--- src/mcu_periph_pkg.sv ---
// ================================================
// memory map, register counts, id byte and the
// enums shared by the peripheral units
// ================================================
package mcu_periph_pkg;

    localparam int offset_width = 4;

    // unit start offsets inside the window
    localparam logic [offset_width-1:0] hwi_off   = 4'd0;
    localparam logic [offset_width-1:0] intc_off  = 4'd1;
    localparam logic [offset_width-1:0] gpio_off  = 4'd3;
    localparam logic [offset_width-1:0] timer_off = 4'd7;
    localparam logic [offset_width-1:0] uart_off  = 4'd10;

    // register counts
    localparam logic [offset_width-1:0] hwi_size   = 4'd1;
    localparam logic [offset_width-1:0] intc_size  = 4'd2;
    localparam logic [offset_width-1:0] gpio_size  = 4'd4;
    localparam logic [offset_width-1:0] timer_size = 4'd3;
    localparam logic [offset_width-1:0] uart_size  = 4'd4;

    localparam logic [offset_width-1:0] total_size = 4'd14;

    localparam logic [7:0] hw_id = 8'hA5;

    typedef enum logic [1:0] {
        idle  = 2'd0,
        start = 2'd1,
        data  = 2'd2,
        stop  = 2'd3
    } uart_state_t;

    // bit positions in pending, mask and the request vector
    typedef enum logic [1:0] {
        gpio  = 2'd0,
        timer = 2'd1,
        uart  = 2'd2
    } irq_src_t;

endpackage
--- src/mcu_peripherals.sv ---
// ================================================
// peripheral block top level: window decode,
// id register and read-data merge
// ================================================
`timescale 1ns/100ps

module mcu_peripherals #(
    parameter int                    addr_width      = 16,
    parameter logic [addr_width-1:0] base_addr       = 16'hFF00,
    parameter int                    default_divider = 103
) (
    input  logic                  clk,
    input  logic                  rst_n,
    input  logic                  enable,
    input  logic                  write_en,
    input  logic [addr_width-1:0] addr,
    input  logic [7:0]            data_in,
    output logic [7:0]            data_out,
    input  logic [15:0]           gpi,
    output logic [15:0]           gpo,
    output logic                  tx,
    output logic [2:0]            interrupt_request
);

    localparam int ow = mcu_periph_pkg::offset_width;

    logic [addr_width-1:0] rel;
    logic [ow-1:0] offset;
    logic [ow-1:0] idx_intc, idx_gpio, idx_timer, idx_uart;
    logic in_window;
    logic sel_hwi, sel_intc, sel_gpio, sel_timer, sel_uart;
    logic [7:0] dout_hwi, dout_intc, dout_gpio, dout_timer, dout_uart;
    logic gpio_irq, timer_irq, uart_irq;

    function automatic logic hit(input logic [ow-1:0] off, input logic [ow-1:0] base,
                                 input logic [ow-1:0] size);
        return (off >= base) && (off < base + size);
    endfunction

    assign rel       = addr - base_addr;
    assign offset    = rel[ow-1:0];
    assign in_window = enable && (addr >= base_addr) && (rel < mcu_periph_pkg::total_size);

    assign sel_hwi   = in_window && hit(offset, mcu_periph_pkg::hwi_off, mcu_periph_pkg::hwi_size);
    assign sel_intc  = in_window && hit(offset, mcu_periph_pkg::intc_off, mcu_periph_pkg::intc_size);
    assign sel_gpio  = in_window && hit(offset, mcu_periph_pkg::gpio_off, mcu_periph_pkg::gpio_size);
    assign sel_timer = in_window &&
                       hit(offset, mcu_periph_pkg::timer_off, mcu_periph_pkg::timer_size);
    assign sel_uart  = in_window && hit(offset, mcu_periph_pkg::uart_off, mcu_periph_pkg::uart_size);

    // unit-local register index
    assign idx_intc  = offset - mcu_periph_pkg::intc_off;
    assign idx_gpio  = offset - mcu_periph_pkg::gpio_off;
    assign idx_timer = offset - mcu_periph_pkg::timer_off;
    assign idx_uart  = offset - mcu_periph_pkg::uart_off;

    assign dout_hwi = sel_hwi ? mcu_periph_pkg::hw_id : 8'h00;

    mcu_interrupt_ctrl intc (
        .clk(clk), .rst_n(rst_n), .sel(sel_intc), .write_en(write_en),
        .reg_idx(idx_intc[0]), .data_in(data_in), .data_out(dout_intc),
        .gpio_irq(gpio_irq), .timer_irq(timer_irq), .uart_irq(uart_irq),
        .interrupt_request(interrupt_request));

    mcu_gpio gpio (
        .clk(clk), .rst_n(rst_n), .sel(sel_gpio), .write_en(write_en),
        .reg_idx(idx_gpio[1:0]), .data_in(data_in), .data_out(dout_gpio),
        .gpi(gpi), .gpo(gpo), .gpio_irq(gpio_irq));

    mcu_timer timer (
        .clk(clk), .rst_n(rst_n), .sel(sel_timer), .write_en(write_en),
        .reg_idx(idx_timer[1:0]), .data_in(data_in), .data_out(dout_timer),
        .timer_irq(timer_irq));

    mcu_uart_tx #(.default_divider(default_divider)) uart (
        .clk(clk), .rst_n(rst_n), .sel(sel_uart), .write_en(write_en),
        .reg_idx(idx_uart[1:0]), .data_in(data_in), .data_out(dout_uart),
        .tx(tx), .uart_irq(uart_irq));

    // unselected units drive zero
    assign data_out = dout_hwi | dout_intc | dout_gpio | dout_timer | dout_uart;

endmodule

--- src/mcu_interrupt_ctrl.sv ---
// ================================================
// interrupt controller, pending and mask registers
// ================================================
`timescale 1ns/100ps

module mcu_interrupt_ctrl (
    input  logic       clk,
    input  logic       rst_n,
    input  logic       sel,
    input  logic       write_en,
    input  logic       reg_idx,
    input  logic [7:0] data_in,
    output logic [7:0] data_out,
    input  logic       gpio_irq,
    input  logic       timer_irq,
    input  logic       uart_irq,
    output logic [2:0] interrupt_request
);

    logic [2:0] mask;
    logic [2:0] pending;
    logic [2:0] src;
    logic [2:0] clear;

    always_comb
    begin
        src = '0;
        src[mcu_periph_pkg::gpio]  = gpio_irq;
        src[mcu_periph_pkg::timer] = timer_irq;
        src[mcu_periph_pkg::uart]  = uart_irq;
    end

    // write 1 to clear
    assign clear = (sel && write_en && reg_idx) ? data_in[2:0] : 3'b0;

    always_ff @(posedge clk)
    begin
        if (!rst_n)
        begin
            mask    <= '0;
            pending <= '0;
        end
        else
        begin
            if (sel && write_en && !reg_idx)
                mask <= data_in[2:0];
            // a new pulse wins over a clear
            pending <= (pending & ~clear) | src;
        end
    end

    assign interrupt_request = pending & mask;

    assign data_out = !sel   ? 8'h00 :
                      reg_idx ? {5'b0, pending} : {5'b0, mask};

    // bits cleared by a mask write stay off in the request vector
    a_masked_quiet: assert property (@(posedge clk) disable iff (!rst_n)
        sel && write_en && !reg_idx |=>
            (interrupt_request & ~$past(data_in[2:0])) == 3'b000);

endmodule

--- src/mcu_uart_tx.sv ---
// ================================================
// uart transmitter fsm with programmable divider
// and busy status
// ================================================
`timescale 1ns/100ps

module mcu_uart_tx #(
    parameter int default_divider = 103
) (
    input  logic       clk,
    input  logic       rst_n,
    input  logic       sel,
    input  logic       write_en,
    input  logic [1:0] reg_idx,
    input  logic [7:0] data_in,
    output logic [7:0] data_out,
    output logic       tx,
    output logic       uart_irq
);

    mcu_periph_pkg::uart_state_t state;

    logic [15:0] divider;
    logic [15:0] bit_cnt;
    logic [2:0]  bit_idx;
    logic [7:0]  tx_data;
    logic [7:0]  shift;
    logic        busy;
    logic        accept;
    logic        bit_end;

    assign busy    = (state != mcu_periph_pkg::idle);
    // data written while busy is dropped
    assign accept  = sel && write_en && (reg_idx == 2'd0) && !busy;
    assign bit_end = (bit_cnt == 16'd0);

    // frame data and shift register
    always_ff @(posedge clk)
    begin
        if (accept)
        begin
            tx_data <= data_in;
            shift   <= data_in;
        end
        else if (busy && bit_end && state != mcu_periph_pkg::stop)
            shift <= shift >> 1;
    end

    always_ff @(posedge clk)
    begin
        if (!rst_n)
        begin
            state    <= mcu_periph_pkg::idle;
            divider  <= 16'(default_divider);
            bit_cnt  <= '0;
            bit_idx  <= '0;
            tx       <= 1'b1;
            uart_irq <= 1'b0;
        end
        else
        begin
            uart_irq <= 1'b0;
            if (sel && write_en && reg_idx == 2'd2)
                divider[7:0] <= data_in;
            if (sel && write_en && reg_idx == 2'd3)
                divider[15:8] <= data_in;

            case (state)
                mcu_periph_pkg::idle:
                begin
                    tx <= 1'b1;
                    if (accept)
                    begin
                        state   <= mcu_periph_pkg::start;
                        tx      <= 1'b0;
                        bit_cnt <= divider;
                    end
                end
                mcu_periph_pkg::start:
                begin
                    bit_cnt <= bit_cnt - 16'd1;
                    if (bit_end)
                    begin
                        state   <= mcu_periph_pkg::data;
                        tx      <= shift[0];
                        bit_cnt <= divider;
                        bit_idx <= '0;
                    end
                end
                mcu_periph_pkg::data:
                begin
                    bit_cnt <= bit_cnt - 16'd1;
                    if (bit_end)
                    begin
                        bit_cnt <= divider;
                        bit_idx <= bit_idx + 3'd1;
                        if (bit_idx == 3'd7)
                        begin
                            state <= mcu_periph_pkg::stop;
                            tx    <= 1'b1;
                        end
                        else
                            tx <= shift[0];
                    end
                end
                default:
                begin
                    bit_cnt <= bit_cnt - 16'd1;
                    if (bit_end)
                    begin
                        state    <= mcu_periph_pkg::idle;
                        uart_irq <= 1'b1;
                    end
                end
            endcase
        end
    end

    always_comb
    begin
        data_out = '0;
        if (sel)
        begin
            case (reg_idx)
                2'd0: data_out = tx_data;
                2'd1: data_out = {7'b0, busy};
                2'd2: data_out = divider[7:0];
                default: data_out = divider[15:8];
            endcase
        end
    end

    a_idle_line_high: assert property (@(posedge clk) disable iff (!rst_n)
        state == mcu_periph_pkg::idle |-> tx);

endmodule

--- src/mcu_timer.sv ---
// ================================================
// prescaled reloading down-counter with sticky
// wrap flag and interrupt pulse
// ================================================
`timescale 1ns/100ps

module mcu_timer (
    input  logic       clk,
    input  logic       rst_n,
    input  logic       sel,
    input  logic       write_en,
    input  logic [1:0] reg_idx,
    input  logic [7:0] data_in,
    output logic [7:0] data_out,
    output logic       timer_irq
);

    logic [7:0] prescale;
    logic [7:0] reload;
    logic [7:0] pre_cnt;
    logic [7:0] count;
    logic       run;
    logic       run_next;
    logic       wrapped;
    logic       ctrl_wr;
    logic       tick;
    logic       wrap;

    assign ctrl_wr  = sel && write_en && (reg_idx == 2'd2);
    // a write stopping the timer also blocks a wrap on that edge
    assign run_next = ctrl_wr ? data_in[0] : run;
    assign tick     = run && run_next && (pre_cnt == 8'd0);
    assign wrap     = tick && (count == 8'd0);

    always_ff @(posedge clk)
    begin
        if (!rst_n)
        begin
            prescale  <= '0;
            reload    <= '0;
            pre_cnt   <= '0;
            count     <= '0;
            run       <= 1'b0;
            wrapped   <= 1'b0;
            timer_irq <= 1'b0;
        end
        else
        begin
            timer_irq <= wrap;
            run       <= run_next;
            if (sel && write_en && reg_idx == 2'd0)
                prescale <= data_in;
            if (sel && write_en && reg_idx == 2'd1)
                reload <= data_in;

            if (!run)
            begin
                pre_cnt <= prescale;
                count   <= reload;
            end
            else if (tick)
            begin
                pre_cnt <= prescale;
                count   <= wrap ? reload : count - 8'd1;
            end
            else
                pre_cnt <= pre_cnt - 8'd1;

            // set beats clear
            if (wrap)
                wrapped <= 1'b1;
            else if (ctrl_wr && data_in[1])
                wrapped <= 1'b0;
        end
    end

    always_comb
    begin
        data_out = '0;
        if (sel)
        begin
            case (reg_idx)
                2'd0: data_out = prescale;
                2'd1: data_out = reload;
                2'd2: data_out = {6'b0, wrapped, run};
                default: data_out = '0;
            endcase
        end
    end

    a_irq_needs_run: assert property (@(posedge clk) disable iff (!rst_n)
        timer_irq |-> run && $past(run));

endmodule

--- src/mcu_gpio.sv ---
// ================================================
// 16-bit gpio with input sampling, output bytes
// and an input-change interrupt
// ================================================
`timescale 1ns/100ps

module mcu_gpio (
    input  logic        clk,
    input  logic        rst_n,
    input  logic        sel,
    input  logic        write_en,
    input  logic [1:0]  reg_idx,
    input  logic [7:0]  data_in,
    output logic [7:0]  data_out,
    input  logic [15:0] gpi,
    output logic [15:0] gpo,
    output logic        gpio_irq
);

    logic [15:0] gpi_q;
    logic [15:0] gpi_last;

    // registered input and its previous sample
    always_ff @(posedge clk)
    begin
        gpi_q    <= gpi;
        gpi_last <= gpi_q;
    end

    always_ff @(posedge clk)
    begin
        if (!rst_n)
        begin
            gpo      <= '0;
            gpio_irq <= 1'b0;
        end
        else
        begin
            gpio_irq <= (gpi_q != gpi_last);
            if (sel && write_en)
            begin
                if (reg_idx == 2'd2)
                    gpo[7:0] <= data_in;
                else if (reg_idx == 2'd3)
                    gpo[15:8] <= data_in;
            end
        end
    end

    always_comb
    begin
        data_out = '0;
        if (sel)
        begin
            case (reg_idx)
                2'd0: data_out = gpi_q[7:0];
                2'd1: data_out = gpi_q[15:8];
                2'd2: data_out = gpo[7:0];
                default: data_out = gpo[15:8];
            endcase
        end
    end

endmodule

--- config.mk ---
export PLATFORM = sky130hd
export DESIGN_NAME = mcu_peripherals
export DESIGN_NICKNAME = d
export VERILOG_FILES = /design/src/mcu_periph_pkg.sv /design/src/mcu_peripherals.sv /design/src/mcu_interrupt_ctrl.sv /design/src/mcu_uart_tx.sv /design/src/mcu_timer.sv /design/src/mcu_gpio.sv
export SDC_FILE = /design/constraint.sdc
export NUM_CORES = 1
export LEC_CHECK = 0
export BUFFER_PORTS_ARGS = -buffer_cell sky130_fd_sc_hd__buf_4
export CAP_MARGIN = 30
export CORE_UTILIZATION = 54
export CTS_CLUSTER_SIZE = 12
export DETAILED_ROUTE_END_ITERATION = 8
export PLACE_DENSITY_LB_ADDON = 0.1
export SYNTH_ARGS = -nofsm -noshare
export SYNTH_HDL_FRONTEND = slang
export SYNTH_SLANG_ARGS = --single-unit
--- constraint.sdc ---
create_clock -name clk -period 6.2 [get_ports clk]
set_input_delay 0 -clock clk [delete_from_list [all_inputs] [get_ports clk]]
set_output_delay 0 -clock clk [all_outputs]
set_load 0.005 [all_outputs]
==> impl_metrics.env, run 1 <==
export IMPL_skew_ns=0.0144
export IMPL_timing_slew_headroom_pct=30.3
export IMPL_areaGrowthSynthToFinish_pct=21.9
export IMPL_grt_max_degree=53
export IMPL_insertion_delay_ns=0.43
export IMPL_cp_end_kind="primary output"
export IMPL_syn_num_nets=741
export IMPL_avgSynthCellArea_um2=9.78
export IMPL_yosys_area_share_adder_pct=1.86
export IMPL_finalSetupTns_ns=0
export IMPL_cts_setup_buffers=0
export IMPL_clk_pin_slew_worst_paths_ns=0.06
export IMPL_slowest_stage="nor3_1"
export IMPL_layout_drive_gt1_share_pct=17.4
export IMPL_peakVddDrop_mv=0.221
export IMPL_cts_buffers_inserted=17
export IMPL_ys_types=64
export IMPL_core_area_um2=12100
export IMPL_synth_xor_area_share_pct=3.52
export IMPL_final_net_count=827
export IMPL_initial_core_util_pct=55.7
export IMPL_fin_area_um2=8190
export IMPL_path_class="primary input to primary output"
export IMPL_fin_crit_sh_pct=42.7
export IMPL_critPathLaunchType="primary input"
export IMPL_cp_top_family="simple AND/OR/NAND/NOR gates"
export IMPL_post_route_min_period_ns=2.65
export IMPL_synth_warnings=0
export IMPL_synth_edf_count=16
export IMPL_portBuffers=71
export IMPL_timing_hold_violations_final=0
export IMPL_worstPathBufferInverterCount=2
export IMPL_gp_congestion=0.878
export IMPL_num_vias=5828
export IMPL_path_cells="buf_4 > or4b_4 > or4_4 > nor3_1 > a221o_1 > buf_4"
export IMPL_power_density_nw_per_um2=252
export IMPL_synth_flop_cell="dfxtp_1"
export IMPL_hpwl_um=12400
export IMPL_htreeDepth=4
export IMPL_rsz0062_at_grt="no"
export IMPL_fp_dieH_um=114
export IMPL_syn_area_um2=6720
export IMPL_antenna_cells=0
export IMPL_synth_seq_cells=145
export IMPL_track_usage_pct=30.5
export IMPL_crit_required_ns=6.20
export IMPL_drc=0
export IMPL_max_freq_mhz=378
export IMPL_grt_antenna_before_repair=0
export IMPL_grt_ovfl_total=0
export IMPL_drt_iter0_markers=651
export IMPL_drv_slew=0
export IMPL_fillers=959
export IMPL_tritoncts="yes"
export IMPL_report_final_setup_viol=0
export IMPL_worst_path_max_fanout=11
export IMPL_ctsResizeCount=0
export IMPL_die_area_um2=12900
export IMPL_std_cell_rows=40
export IMPL_synth_compound_area_share_pct=14.3
export IMPL_synth_top_family_by_area="simple AND/OR/NAND/NOR gates"
export IMPL_clock_sinks=145
export IMPL_wl_per_cell_um=19.6
export IMPL_grt_pass1_vias=5745
export IMPL_clock_path_buffers=2
export IMPL_drt_pass1_iter_count=5
export IMPL_cp_data_arrival_time_ns=2.65
export IMPL_die_w_um=114
export IMPL_status="completed"
export IMPL_fin_hold_ws_ns=0.0830
export IMPL_wirelength_um=18700
export IMPL_worst_path_most_repeated_cell="buf_4"
export IMPL_worstHoldPathType="primary input to register"
export IMPL_design_portCount=72
export IMPL_grt_pass1_wl_um=30000
export IMPL_cts_root_buf="clkbuf_16"
export IMPL_tightest_slew_ns=1.04
export IMPL_muxShareOfSynthArea_pct=13.6
export IMPL_yosys_area_share_simple_pct=17.9
export IMPL_ys_seq_area_share_pct=45.6
export IMPL_max_cap_viol_count=0
export IMPL_place_area_um2=7360
export IMPL_leakagePower_uw=0.00318
export IMPL_async_reset_ff_share_pct=0
export IMPL_vias_per_cell=6.11
export IMPL_max_stage_delay_ns=0.88
export IMPL_postRouteAntennaNets=0
export IMPL_synthCells=687
-- final timing paths --
path / cells past startpoint / slack (ns) / startpoint / to
setup reg to reg: 7 / 3.64 / timer.pre_cnt[0] / timer.count[1]
hold / removal: 4 / 0.08 / addr[3] / intc.mask[2]
hold reg to reg: 0 / 0.38 / gpio.gpi_q[4] / gpio.gpi_last[4]
setup / recovery: 6 / 3.55 / addr[4] / data_out[2]
-- sequential cells by signal, summed over array words and instances, names as in the netlist, 8 cells and up --
name / count
uart.tx_data: 8
timer.prescale: 8
uart.divider: 16
gpio.gpi_q: 16
gpio.gpi_last: 16
uart.shift: 8
uart.bit_cnt: 16
timer.count: 8
timer.reload: 8
timer.pre_cnt: 8
gpio.gpo: 16
-- logic make-up (layout without fill, tap and decap cells) --
group,Yosys count,after routing
XOR/XNOR,27,27
buffers and inverters,54,153
multiplexers,79,79
flip-flops,145,145
adder cells (fa/ha/maj),10,10
AND/OR/NAND/NOR,230,230
AO/OA/AOI/OAI,142,142
-- final cells by class --
cell class / count / area [µm²] / share of cell area [%]
clock buffers: 22 / 465 / 5.68
clock inverters: 10 / 103 / 1.25
inverters: 17 / 63.8 / 0.779
multi-input cells: 488 / 3440 / 42.0
flip-flops and latches: 145 / 3060 / 37.4
well taps: 168 / 210 / 2.57
repair buffers: 104 / 847 / 10.3
-- worst reg2reg max path, stage by stage, from the launching register on --
cell     delay, ns
dfxtp_1       0.32
inv_1         0.06
ha_1          0.16
nor3b_1       0.53
nand4_1       0.57
a21oi_1       0.48
o21ai_0       0.19
a31oi_1       0.18
-- synth_stat cells (all sizes together), types with 6 or more instances --
cell	n	area [µm²]
a211oi	10	75.1
a21oi	33	165
o21a	8	60.1
nor2	86	330
nand3	10	55.1
a32oi	6	52.6
and2	8	50.1
clkbuf	29	109
nor4	18	155
dfxtp	129	2580
or3	6	37.5
inv	17	63.8
nand2b	6	37.5
o21ai	17	85.1
nand4	9	56.3
a22oi	9	67.6
edfxtp	16	480
buf	8	43.8
mux2	7	78.8
nand3b	6	45.0
mux4	9	203
mux2i	63	631
ha	10	125
xnor2	22	193
nand2	48	180
o22ai	15	93.8
nor3	10	72.6
-- per-layer routing --
layer	share of wire [%]	track usage (%)	vias to the layer above
met3	7.0	7.07	31
met2	49	50.0	242
met5	0	0	-
met1	42	39.6	2864
met4	2.1	10.8	0
li1	-	-	2691
-- through the flow --
stage               utilization, %  setup slack, ns  instances  power [µW]
detailed placement            61.0             3.58        896        1080
global route                  67.9             3.36        954        2120
finish                        67.9             3.55        954        2070
CTS                           67.9             3.59        954        2070
global placement              60.8             3.45        893        1080
floorplan                        -             3.67        687        1040
-- cells in the final DEF, fill, tap and decap left out, types with 9 or more instances in the layout --
master / n
a211oi_1: 10
a21oi_1: 33
a22oi_1: 9
buf_4: 76
clkbuf_16: 18
dfxtp_1: 129
dlygate4sd3_1: 26
edfxtp_1: 16
ha_1: 10
inv_1: 16
mux2i_1: 63
mux4_2: 9
nand2_1: 48
nand3_1: 9
nand4_1: 9
nor2_1: 85
nor4_1: 14
o21ai_0: 17
o22ai_1: 15
xnor2_1: 22
-- where the power goes --
group	internal, µW	total, µW	switching, µW	leakage [µW]
Combinational	50.9	109	58.1	0.00171
Sequential	959	967	7.71	0.00119
Clock	581	991	410	0.000279
Total	1590	2070	476	0.00318
-- repair_timing --
| action | CTS | global route |
|---|---|---|
| hold buffers | 26 | 0 |
| endpoints found under the setup margin | 0 | 0 |
| endpoints found under the hold margin | 84 | 0 |
(Power assumes the default switching activity.)
==> run 2: changes to the inputs <==
--- a/config.mk
+++ b/config.mk
@@ -7,7 +7,7 @@
 export LEC_CHECK = 0
 export BUFFER_PORTS_ARGS = -buffer_cell sky130_fd_sc_hd__buf_4
 export CAP_MARGIN = 30
-export CORE_UTILIZATION = 54
+export CORE_UTILIZATION = 53
 export CTS_CLUSTER_SIZE = 12
 export DETAILED_ROUTE_END_ITERATION = 8
 export PLACE_DENSITY_LB_ADDON = 0.1
==> constraint.sdc (replaced) <==
create_clock -name clk -period 2.1 [get_ports clk]
set_input_delay 0 -clock clk [delete_from_list [all_inputs] [get_ports clk]]
set_output_delay 0 -clock clk [all_outputs]
set_load 0.005 [all_outputs]
==> impl_metrics.env, run 2 (synthesis results as in run 1) <==
export IMPL_report_final_setup_viol=1
export IMPL_final_common_cell="dfxtp_1"
export IMPL_grt_pass1_vias=5757
export IMPL_vias_per_cell=5.82
export IMPL_wl_per_cell_um=18.7
export IMPL_num_vias=5838
export IMPL_power_density_nw_per_um2=715
export IMPL_slowest_stage="mux4_2"
export IMPL_worst_path_max_fanout=5
export IMPL_initial_core_util_pct=55.2
export IMPL_design_portCount=72
export IMPL_cts_root_buf="clkbuf_16"
export IMPL_rsz0062_at_grt="yes"
export IMPL_leakagePower_uw=0.00349
export IMPL_setup_ws_ns=-0.00245
export IMPL_fin_hold_ws_ns=0.0761
export IMPL_worst_path_most_repeated_cell="inv_4"
export IMPL_std_cell_rows=40
export IMPL_layout_drive_gt1_share_pct=25.3
export IMPL_fin_crit_sh_pct=100
export IMPL_use_met2_pct=48.8
export IMPL_drt_pass1_iter_count=6
export IMPL_post_route_min_period_ns=2.10
export IMPL_grt_most_used_layer="met2"
export IMPL_drt_iter0_markers=472
export IMPL_grt_antenna_before_repair=0
export IMPL_grt_max_degree=38
export IMPL_ff2ff_path_depth=9
export IMPL_totalPowerFinal_uw=6290
export IMPL_finalSetupTns_ns=-0.00245
export IMPL_max_cap_viol_count=0
export IMPL_max_freq_mhz=476
export IMPL_cp_data_arrival_time_ns=2.10
export IMPL_drc=0
export IMPL_use_met1_pct=39.3
export IMPL_worstHoldPathType="primary input to register"
export IMPL_wirelength_um=18800
export IMPL_min_from="addr[3]"
export IMPL_clock_sinks=145
export IMPL_crit_required_ns=2.10
export IMPL_insertion_delay_ns=0.43
export IMPL_grt_ovfl_total=0
export IMPL_path_class="register to primary output"
export IMPL_peakVddDrop_mv=0.768
export IMPL_reg2reg_slack_ns=0.09
export IMPL_final_net_count=876
export IMPL_timing_hold_violations_final=0
export IMPL_gp_congestion=0.926
export IMPL_hold_depth=3
export IMPL_hpwl_um=12900
export IMPL_die_w_um=115
export IMPL_tritoncts="yes"
export IMPL_path_cells="inv_4 > ha_4 > inv_4 > mux4_2 > o2bb2ai_2 > a221o_1 > buf_4"
export IMPL_critPathLaunchType="register"
export IMPL_hold_end="uart.tx_data[0]"
export IMPL_reg2reg_from="uart.bit_cnt[1]"
export IMPL_tightest_slew_ns=0.802
export IMPL_cts_buffers_inserted=17
export IMPL_fp_dieH_um=115
export IMPL_cp_end_kind="primary output"
export IMPL_violations="setup timing"
export IMPL_final_cell_mix="dfxtp_1, buf_4, nor2_1"
export IMPL_status="finished, violations left"
export IMPL_areaGrowthSynthToFinish_pct=30.9
export IMPL_portBuffers=71
export IMPL_htreeDepth=4
export IMPL_grt_use_met3_pct=8.63
export IMPL_core_area_um2=12200
export IMPL_fillers=897
export IMPL_max_stage_delay_ns=0.49
export IMPL_clk_pin_slew_worst_paths_ns=0.06
export IMPL_postRouteAntennaNets=0
export IMPL_die_area_um2=13100
export IMPL_reg2reg_to="uart.bit_cnt[0]"
export IMPL_drv_slew=0
export IMPL_grt_pass1_wl_um=30100
export IMPL_skew_ns=0.00720
export IMPL_clock_path_buffers=2
export IMPL_track_usage_pct=30.3
export IMPL_antenna_cells=0
export IMPL_timing_slew_headroom_pct=46.5
==> run 2: cell types whose count changed in the layout (fill, tap and decap cells not counted), sizes merged <==
cell / delta
dlygate4sd3: -1
clkbuf: -3
bufinv: +1
clkinv: -1
buf: +50
inv: +3
==> run 2: through the flow <==
stage	setup WS, ns	instance area (µm²)	util, %	std cells
final	-0.00245	8790	72.3	1003
after CTS	-0.0317	8670	71.3	997
after detailed placement	-0.0824	7780	63.9	939
after global placement	-0.0502	7780	63.9	939
after global routing	-0.0555	8790	72.3	1003
after floorplan	0.0150	6750	-	687
==> run 2: critical path: cells and delay by family, from the launching register on <==
| family | cells | cell delay [ns] |
|---|---|---|
| flip-flops | 1 | 0.36 |
| multiplexers | 1 | 0.49 |
| AO/OA/AOI/OAI | 2 | 0.43 |
| buffers and inverters | 3 | 0.24 |
| adder cells (fa/ha/maj) | 1 | 0.15 |
==> run 2: worst max path at each step <==
| stage | start | to | slack, ns |
|---|---|---|---|
| 2_1_floorplan | addr[4] | timer.wrapped | 0.02 |
| 3_3_place_gp | addr[4] | data_out[4] | -0.05 |
| 3_5_place_dp | addr[4] | intc.pending[1] | -0.08 |
| 4_1_cts | uart.state[1] | data_out[0] | -0.03 |
| 5_1_grt | uart.state[1] | data_out[0] | -0.06 |
| 6_report | uart.state[1] | data_out[0] | -0.002 |
==> run 2: layout make-up <==
cell class                 instances  area [µm²]  share of cell area, %
clock inverter                    13         146                   1.67
tap                              168         210                   2.39
inverter                          17        68.8                  0.783
clock buffer                      19         464                   5.28
sequential                       145        3070                   34.9
multi-input combinational        488        3550                   40.4
timing repair buffer             153        1280                   14.6
==> run 2: per-layer routing <==
metal  up-vias  share of wire (%)  wire length (µm)
met5         -                  0                 0
met4         0                1.4               255
met3        24                6.5              1220
met2       197                 47              8910
met1      2826                 45              8380
li1       2791                  -                 -
==> run 2: report_power, final <==
part           switching [µW]  internal, µW
combinational             180           160
sequential               23.8          2830
clock                    1220          1870
==> run 2: repair_timing <==
item | CTS | global route
pin swaps | 1 | 2
hold buffers | 25 | 0
hold endpoints to repair | 81 | 0
endpoints found under the setup margin | 6 | 15
setup buffers | 1 | 6
gates resized for setup | 9 | 17
